--- src/rtl/trace_params.svh ---
// Trace pipeline widths
// Shared sizes for sequence ids, stage event codes, the instruction
// word and the saturating stall counter of the trace record

`ifndef TRACE_PARAMS_SVH
`define TRACE_PARAMS_SVH

////////////////////////////////////////////////////////////////////////////
// Record field widths
////////////////////////////////////////////////////////////////////////////

// Sequence id, wraps after 2**TRACE_ID_W issues
`define TRACE_ID_W     8

// Event code reported by each stage
`define TRACE_EVT_W    8

`define TRACE_INSTR_W  32  // Full instruction word

// Stall cycles seen in decode, saturates at all ones
`define TRACE_STALL_W  4

`endif
--- src/rtl/trace_pkg.sv ---
// Trace pipeline types
// Record that travels beside the instruction through the five stages,
// plus the selector that tells a back stage which event field it owns

`default_nettype none

`include "trace_params.svh"

package trace_pkg;

    ////////////////////////////////////////////////////////////////////////////
    // Trace record
    ////////////////////////////////////////////////////////////////////////////

    // Filled in stage by stage, complete when it leaves write-back
    typedef struct packed {
        logic [`TRACE_ID_W-1:0]    id;          // Sequence id from fetch
        logic [`TRACE_INSTR_W-1:0] instr;       // Latched on decode entry
        logic [`TRACE_EVT_W-1:0]   fetch_evt;   // Last fetch cycle
        logic [`TRACE_EVT_W-1:0]   decode_evt;  // Last decode cycle
        logic [`TRACE_EVT_W-1:0]   exec_evt;    // Execute cycle
        logic [`TRACE_EVT_W-1:0]   mem_evt;     // Memory cycle
        logic [`TRACE_EVT_W-1:0]   wb_evt;      // Write-back cycle
        logic [`TRACE_STALL_W-1:0] stalls;      // Saturating stall count
    } trace_rec_t;

    ////////////////////////////////////////////////////////////////////////////
    // Back stage selector
    ////////////////////////////////////////////////////////////////////////////

    // Which event field a trace_back_stage writes
    typedef enum logic {
        STAGE_EXEC = 1'b0,
        STAGE_MEM  = 1'b1
    } trace_stage_e;

endpackage

`default_nettype wire

--- src/rtl/trace_pipeline_top.sv ---
// Instruction trace pipeline top
// Chains fetch, decode, execute, memory and write-back trace slots
// beside the CPU and presents each retired record on one strobe

`timescale 1ns/1ps
`default_nettype none

`include "trace_params.svh"

module trace_pipeline_top (
    input  wire logic                      clk,
    input  wire logic                      rst,
    input  wire logic                      issue,
    input  wire logic [`TRACE_INSTR_W-1:0]  instr,
    input  wire logic [`TRACE_EVT_W-1:0]    fetch_evt,
    input  wire logic [`TRACE_EVT_W-1:0]    decode_evt,
    input  wire logic [`TRACE_EVT_W-1:0]    execute_evt,
    input  wire logic [`TRACE_EVT_W-1:0]    mem_evt,
    input  wire logic [`TRACE_EVT_W-1:0]    wb_evt,
    input  wire logic                      stall,
    input  wire logic                      flush,
    output logic                           retire_valid,
    output logic [`TRACE_ID_W-1:0]         retire_id,
    output logic [`TRACE_INSTR_W-1:0]      retire_instr,
    output logic [`TRACE_EVT_W-1:0]        retire_fetch_evt,
    output logic [`TRACE_EVT_W-1:0]        retire_decode_evt,
    output logic [`TRACE_EVT_W-1:0]        retire_exec_evt,
    output logic [`TRACE_EVT_W-1:0]        retire_mem_evt,
    output logic [`TRACE_EVT_W-1:0]        retire_wb_evt,
    output logic [`TRACE_STALL_W-1:0]      retire_stalls,
    output logic [15:0]                    retired_count
);

    import trace_pkg::*;

    // Stage boundaries: valid level plus record
    logic       fetch_valid, dec_valid, exec_valid, mem_valid;
    trace_rec_t fetch_rec, dec_rec, exec_rec, mem_rec;

    ////////////////////////////////////////////////////////////////////////////
    // Front end, the only stages that see stall and flush
    ////////////////////////////////////////////////////////////////////////////

    trace_fetch fetch_i (
        .clk(clk), .rst(rst), .issue(issue), .stall(stall), .flush(flush),
        .fetch_evt(fetch_evt), .fetch_valid(fetch_valid), .fetch_rec(fetch_rec)
    );

    trace_decode decode_i (
        .clk(clk), .rst(rst), .stall(stall), .flush(flush), .instr(instr),
        .decode_evt(decode_evt), .in_valid(fetch_valid), .in_rec(fetch_rec),
        .dec_valid(dec_valid), .dec_rec(dec_rec)
    );

    ////////////////////////////////////////////////////////////////////////////
    // Back end, one cycle per stage
    ////////////////////////////////////////////////////////////////////////////

    trace_back_stage #(.STAGE(STAGE_EXEC)) exec_i (
        .clk(clk), .rst(rst), .stage_evt(execute_evt), .in_valid(dec_valid),
        .in_rec(dec_rec), .out_valid(exec_valid), .out_rec(exec_rec)
    );

    trace_back_stage #(.STAGE(STAGE_MEM)) mem_i (
        .clk(clk), .rst(rst), .stage_evt(mem_evt), .in_valid(exec_valid),
        .in_rec(exec_rec), .out_valid(mem_valid), .out_rec(mem_rec)
    );

    trace_retire retire_i (
        .clk(clk), .rst(rst), .wb_evt(wb_evt), .in_valid(mem_valid), .in_rec(mem_rec),
        .retire_valid(retire_valid), .retire_id(retire_id), .retire_instr(retire_instr),
        .retire_fetch_evt(retire_fetch_evt), .retire_decode_evt(retire_decode_evt),
        .retire_exec_evt(retire_exec_evt), .retire_mem_evt(retire_mem_evt),
        .retire_wb_evt(retire_wb_evt), .retire_stalls(retire_stalls),
        .retired_count(retired_count)
    );

endmodule

`default_nettype wire

--- src/rtl/trace_retire.sv ---
// Trace retire slot
// Holds the write-back slot, then registers the finished record with
// the write-back event and pulses retire_valid for one cycle.
// Keeps a wrapping count of retirements

`timescale 1ns/1ps
`default_nettype none

`include "trace_params.svh"

module trace_retire (
    input  wire logic                      clk,
    input  wire logic                      rst,
    input  wire logic [`TRACE_EVT_W-1:0]    wb_evt,
    input  wire logic                      in_valid,      // From memory
    input  trace_pkg::trace_rec_t          in_rec,
    output logic                           retire_valid,  // One cycle per instr
    output logic [`TRACE_ID_W-1:0]         retire_id,
    output logic [`TRACE_INSTR_W-1:0]      retire_instr,
    output logic [`TRACE_EVT_W-1:0]        retire_fetch_evt,
    output logic [`TRACE_EVT_W-1:0]        retire_decode_evt,
    output logic [`TRACE_EVT_W-1:0]        retire_exec_evt,
    output logic [`TRACE_EVT_W-1:0]        retire_mem_evt,
    output logic [`TRACE_EVT_W-1:0]        retire_wb_evt,
    output logic [`TRACE_STALL_W-1:0]      retire_stalls,
    output logic [15:0]                    retired_count
);

    import trace_pkg::*;

    logic       wb_valid_q;   // Instruction sits in write-back
    logic       ret_valid_q;
    trace_rec_t wb_rec_q;
    trace_rec_t done_rec;     // Write-back record plus its event
    trace_rec_t ret_rec_q;    // Presented record

    always_comb begin
        done_rec        = wb_rec_q;
        done_rec.wb_evt = wb_evt;
    end

    always_ff @(posedge clk) begin
        if (rst) begin
            wb_valid_q    <= 1'b0;
            ret_valid_q   <= 1'b0;
            retired_count <= '0;
        end else begin
            wb_valid_q  <= in_valid;
            ret_valid_q <= wb_valid_q;                      // Strobe after leaving wb
            if (wb_valid_q)
                retired_count <= retired_count + 1'b1;  // Wraps at 16 bits
        end
    end

    always_ff @(posedge clk) begin
        if (in_valid)
            wb_rec_q <= in_rec;
        if (wb_valid_q)
            ret_rec_q <= done_rec;
    end

    // Record fields out as loose retire ports
    assign retire_valid      = ret_valid_q;
    assign retire_id         = ret_rec_q.id;
    assign retire_instr      = ret_rec_q.instr;
    assign retire_fetch_evt  = ret_rec_q.fetch_evt;
    assign retire_decode_evt = ret_rec_q.decode_evt;
    assign retire_exec_evt   = ret_rec_q.exec_evt;
    assign retire_mem_evt    = ret_rec_q.mem_evt;
    assign retire_wb_evt     = ret_rec_q.wb_evt;
    assign retire_stalls     = ret_rec_q.stalls;

endmodule

`default_nettype wire

--- src/rtl/trace_back_stage.sv ---
// Trace back stage slot
// One-cycle slot for execute or memory. Never stalls; STAGE picks the
// event field that is filled as the instruction passes through

`timescale 1ns/1ps
`default_nettype none

`include "trace_params.svh"

module trace_back_stage #(
    parameter trace_pkg::trace_stage_e STAGE = trace_pkg::STAGE_EXEC
) (
    input  wire logic                   clk,
    input  wire logic                   rst,
    input  wire logic [`TRACE_EVT_W-1:0] stage_evt,  // This stage's event code
    input  wire logic                   in_valid,
    input  trace_pkg::trace_rec_t       in_rec,
    output logic                        out_valid,
    output trace_pkg::trace_rec_t       out_rec
);

    import trace_pkg::*;

    logic       valid_q;
    trace_rec_t slot_q;

    always_ff @(posedge clk) begin
        if (rst)
            valid_q <= 1'b0;
        else
            valid_q <= in_valid;   // Always advances
    end

    always_ff @(posedge clk) begin
        if (in_valid)
            slot_q <= in_rec;
    end

    // Event of the single cycle spent here, sampled by the next stage
    always_comb begin
        out_rec = slot_q;
        if (STAGE == STAGE_EXEC)
            out_rec.exec_evt = stage_evt;
        else
            out_rec.mem_evt = stage_evt;
    end

    assign out_valid = valid_q;

endmodule

`default_nettype wire

--- src/rtl/trace_decode.sv ---
// Trace decode slot
// Latches the instruction word on entry, counts stall cycles with
// saturation and adds the decode event on exit. A stall sends a bubble
// to execute, a flush empties the slot

`timescale 1ns/1ps
`default_nettype none

`include "trace_params.svh"

module trace_decode (
    input  wire logic                     clk,
    input  wire logic                     rst,
    input  wire logic                     stall,
    input  wire logic                     flush,
    input  wire logic [`TRACE_INSTR_W-1:0] instr,       // Word of the arriving instr
    input  wire logic [`TRACE_EVT_W-1:0]   decode_evt,
    input  wire logic                     in_valid,    // From fetch
    input  trace_pkg::trace_rec_t         in_rec,
    output logic                          dec_valid,   // To execute
    output trace_pkg::trace_rec_t         dec_rec
);

    import trace_pkg::*;

    localparam logic [`TRACE_STALL_W-1:0] STALL_MAX = '1;

    logic       valid_q;
    trace_rec_t slot_q;
    trace_rec_t arrive_rec;   // Record as loaded on entry

    always_comb begin
        arrive_rec        = in_rec;
        arrive_rec.instr  = instr;
        arrive_rec.stalls = '0;
    end

    always_ff @(posedge clk) begin
        if (rst)
            valid_q <= 1'b0;
        else if (flush)
            valid_q <= 1'b0;      // Flushed instr never retires
        else if (!stall)
            valid_q <= in_valid;  // Advance or take a bubble from fetch
    end

    // Payload, stall count only moves while an instruction is held
    always_ff @(posedge clk) begin
        if (!flush) begin
            if (stall) begin
                if (valid_q && slot_q.stalls != STALL_MAX)
                    slot_q.stalls <= slot_q.stalls + 1'b1;
            end else if (in_valid) begin
                slot_q <= arrive_rec;
            end
        end
    end

    // Bubble while stalled, nothing offered during a flush either
    assign dec_valid = valid_q && !stall && !flush;

    always_comb begin
        dec_rec            = slot_q;
        dec_rec.decode_evt = decode_evt;  // Value of the last decode cycle
    end

endmodule

`default_nettype wire

--- src/rtl/trace_fetch.sv ---
// Trace fetch slot
// Hands out sequence ids to issued instructions and holds the fetch
// record. Holds under stall, empties on flush, adds the fetch event
// on the way out

`timescale 1ns/1ps
`default_nettype none

`include "trace_params.svh"

module trace_fetch (
    input  wire logic                   clk,
    input  wire logic                   rst,
    input  wire logic                   issue,        // Instruction enters fetch
    input  wire logic                   stall,
    input  wire logic                   flush,        // Wins over stall
    input  wire logic [`TRACE_EVT_W-1:0] fetch_evt,
    output logic                        fetch_valid,
    output trace_pkg::trace_rec_t       fetch_rec
);

    import trace_pkg::*;

    logic                   accept;      // Issue that actually takes an id
    logic [`TRACE_ID_W-1:0] id_cnt;      // Next id to hand out
    logic                   valid_q;
    trace_rec_t             slot_q;      // Record of the instruction in fetch
    trace_rec_t             fresh_rec;

    assign accept = issue && !stall && !flush;  // Issue ignored under stall/flush

    // Blank record carrying only the new id
    always_comb begin
        fresh_rec    = '0;
        fresh_rec.id = id_cnt;
    end

    // Control state, id counter free runs and wraps
    always_ff @(posedge clk) begin
        if (rst) begin
            valid_q <= 1'b0;
            id_cnt  <= '0;
        end else begin
            if (flush)
                valid_q <= 1'b0;    // Killed, id stays consumed
            else if (!stall)
                valid_q <= issue;   // Old occupant moves to decode
            if (accept)
                id_cnt <= id_cnt + 1'b1;
        end
    end

    always_ff @(posedge clk) begin
        if (accept)
            slot_q <= fresh_rec;
    end

    // Live fetch event rides along, decode samples it at the departure edge
    always_comb begin
        fetch_rec           = slot_q;
        fetch_rec.fetch_evt = fetch_evt;
    end

    assign fetch_valid = valid_q;

endmodule

`default_nettype wire

--- config.mk ---
export PLATFORM = sky130hd
export DESIGN_NAME = trace_pipeline_top
export DESIGN_NICKNAME = d
export VERILOG_FILES = /design/src/rtl/trace_pkg.sv /design/src/rtl/trace_pipeline_top.sv /design/src/rtl/trace_retire.sv /design/src/rtl/trace_back_stage.sv /design/src/rtl/trace_decode.sv /design/src/rtl/trace_fetch.sv
export VERILOG_INCLUDE_DIRS = /design/src /design/src/rtl
export SDC_FILE = /design/constraint.sdc
export NUM_CORES = 1
export LEC_CHECK = 0
export BUFFER_PORTS_ARGS = -buffer_cell sky130_fd_sc_hd__buf_2
export CAP_MARGIN = 15
export CORE_MARGIN = 5
export CORE_UTILIZATION = 57
export CTS_CLUSTER_DIAMETER = 50
export DETAILED_ROUTE_END_ITERATION = 12
export PLACE_DENSITY_LB_ADDON = 0.12
export SYNTH_ARGS = -nofsm -noshare
export SYNTH_HDL_FRONTEND = slang
export SYNTH_HIERARCHICAL = 1
export SYNTH_SLANG_ARGS = --single-unit
export TNS_END_PERCENT = 1
--- constraint.sdc ---
create_clock -name clk -period 11.8 [get_ports clk]
set_input_delay 2.36 -clock clk [delete_from_list [all_inputs] [get_ports clk]]
set_output_delay 2.36 -clock clk [all_outputs]
set_load 0.01 [all_outputs]
==> impl_metrics.json <==
{
  "vias_per_cell": 5.01,
  "final.min_clock_period_ps": 3500,
  "hold_ws_ps": 405,
  "final.setup_skew_ps": 11.1,
  "clk_latency_ps": 500,
  "hold_viol": 0,
  "drv_cap": 0,
  "h-tree-depth": 2,
  "yosys_warnings": 6,
  "final_cell_mix": "edfxtp_1 (348), buf_2 (177), clkbuf_16 (40)",
  "coreArea_sq_mm": 0.0210,
  "hold_class": "reg2reg",
  "antenna_found_initial": 1,
  "cp_slowest_stage_delay_ps": 450,
  "syn2layout_area_growth_pct": 18.1,
  "io_buffers": 177,
  "dieHeight_microns": 156,
  "cts_tree": "built",
  "drc": 0,
  "grt_max_degree": 85,
  "ant_nets": 0,
  "cts.sinks": 378,
  "crit_chain": "buf_2",
  "grt.busiest_layer": "met2",
  "routed-via-count": 5083,
  "grt_pass1_wl_microns": 27900,
  "dp_hpwl_microns": 10400,
  "grt_overflow_total": 0,
  "slowest_stage": "dfxtp_1",
  "setup_violations": 0,
  "n_antenna_cell": 0,
  "max_freq_mhz": 286,
  "crit_path_end_kind": "output pin",
  "critical_path_class": "reg2out",
  "post_cts_resized": 0,
  "routedWlPerCell_microns": 17.1,
  "ir_drop_v": 0.0000979,
  "synth_area_sq_mm": 0.0121,
  "clk_pin_slew_ps": 60,
  "nets": 794,
  "rows": 53,
  "syn_area_per_cell_sq_um": 22.8,
  "postCtsSetupRepairBufs": 0,
  "firstDrtPassIters": 4,
  "final-seq-area_sq_mm": 0.0111,
  "grtUsageMet3_pct": 4.30,
  "grt_use_met2_pct": 24.2,
  "first_global_vias": 5339,
  "slew_violations": 0,
  "multiInputGateArea_sq_um": 773,
  "crit_buf_inv": 1,
  "critPathLaunchType": "flip-flop",
  "worst_pin_slew_ps": 1130,
  "drive_gt1_share_pct": 32.6,
  "dpl.cell_count": 949,
  "final-instance-count-excl-fill": 1015,
  "slew_headroom_pct": 24.5,
  "rsz0062_at_grt": "no",
  "worstPathArrival_ps": 1140,
  "path_max_fanout": 6,
  "critPathRequiredTime_ps": 9440,
  "synth_nets": 611,
  "path_delay_family": "flip-flops",
  "cts_buffer_depth": 3,
  "ctsHoldBuffers": 0,
  "rrSetupSlack_ps": 10020,
  "layout_commonest_cell": "edfxtp_1",
  "leakagePower_nw": 4.92,
  "cts_root_buf": "clkbuf_16",
  "start_util_pct": 57.7,
  "track_usage_pct": 14.6,
  "ios": 178,
  "post-route-period-util_pct": 29.6,
  "status": "complete, no violations",
  "fin_setup_tns_ps": 0,
  "die_w_microns": 156,
  "wl_microns": 17400,
  "pwr_density_cell_mw_per_mm2": 181,
  "globalRouteMet1Util_pct": 19.0,
  "drt-initial-drc-count": 300,
  "dieArea_sq_mm": 0.0242,
  "nFillCells": 1381,
  "place_congestion": 0.861,
  "cts_buffers": 38,
  "syn_inst": 531
}
[per-layer routing]
metal / up-vias / routed length, microns / part of all wire (%)
met2: 189 / 8530 / 49
met3: 31 / 1390 / 8.0
met4: 2 / 309 / 1.8
met1: 2471 / 7170 / 41
met5: - / 7 / 0.040
li1: 2390 / - / -
[worst reg2reg max path, stage by stage, from the launching register on]
cell and delay (ps):
dfxtp_1 430, ha_1 290, nand3_2 140, or3_1 400
or3_1 310, a21oi_1 130
[final timing paths]
kind                                                                 to  depth (start not counted)                              startpoint
worst max-delay path                                   retired_count[2]                          1  retire_i/retired_count[2]$_SDFFE_PP0P_
worst min-delay path                    retire_i/retire_id[6]$_DFFE_PP_                          0         retire_i/done_rec[82]$_DFFE_PP_
worst max register to register  retire_i/retired_count[14]$_SDFFE_PP0P_                          5  retire_i/retired_count[1]$_SDFFE_PP0P_
worst min register to register          retire_i/retire_id[6]$_DFFE_PP_                          0         retire_i/done_rec[82]$_DFFE_PP_
[metrics by stage]
step / setup slack, ps / power, mW / utilization (%) / area (sq um)
2_1_floorplan: 4190 / 1.49 / - / 12100
3_3_place_gp: 8010 / 1.50 / 62.5 / 13100
3_5_place_dp: 7950 / 1.50 / 62.5 / 13100
4_1_cts: 8280 / 2.62 / 68.1 / 14300
5_1_grt: 8230 / 2.69 / 68.1 / 14300
6_report: 8300 / 2.59 / 68.1 / 14300
[cell type report]
| class | count | area share [%] |
|---|---|---|
| multi-input cells | 113 | 5.41 |
| well taps | 275 | 2.41 |
| flip-flops and latches | 378 | 77.5 |
| clock buffers | 52 | 7.47 |
| clock inverters | 14 | 0.806 |
| inverters | 3 | 0.0789 |
| repair buffers | 180 | 6.36 |
[state kept, by name (all words and copies together) (netlist names), 4 cells and up]
name	flops
retire_i/done_rec	76
retire_i/retire_instr	32
retire_i/retire_id	8
retire_i/retire_stalls	4
retire_i/retire_fetch_evt	8
retire_i/retire_exec_evt	8
retire_i/retire_decode_evt	8
exec_i/out_rec	60
fetch_i/fetch_rec	8
retire_i/retire_mem_evt	8
fetch_i/id_cnt	8
retire_i/retire_wb_evt	8
decode_i/dec_rec	52
mem_i/out_rec	68
retire_i/retired_count	16
[power breakdown]
part           leakage (nW)  internal (mW)  switching, mW  total, mW
Sequential             3.38           1.45        0.00125       1.45
Clock                 0.579          0.674          0.444       1.12
Combinational         0.967         0.0103        0.00932     0.0196
Power figures use the tool's default switching activity.
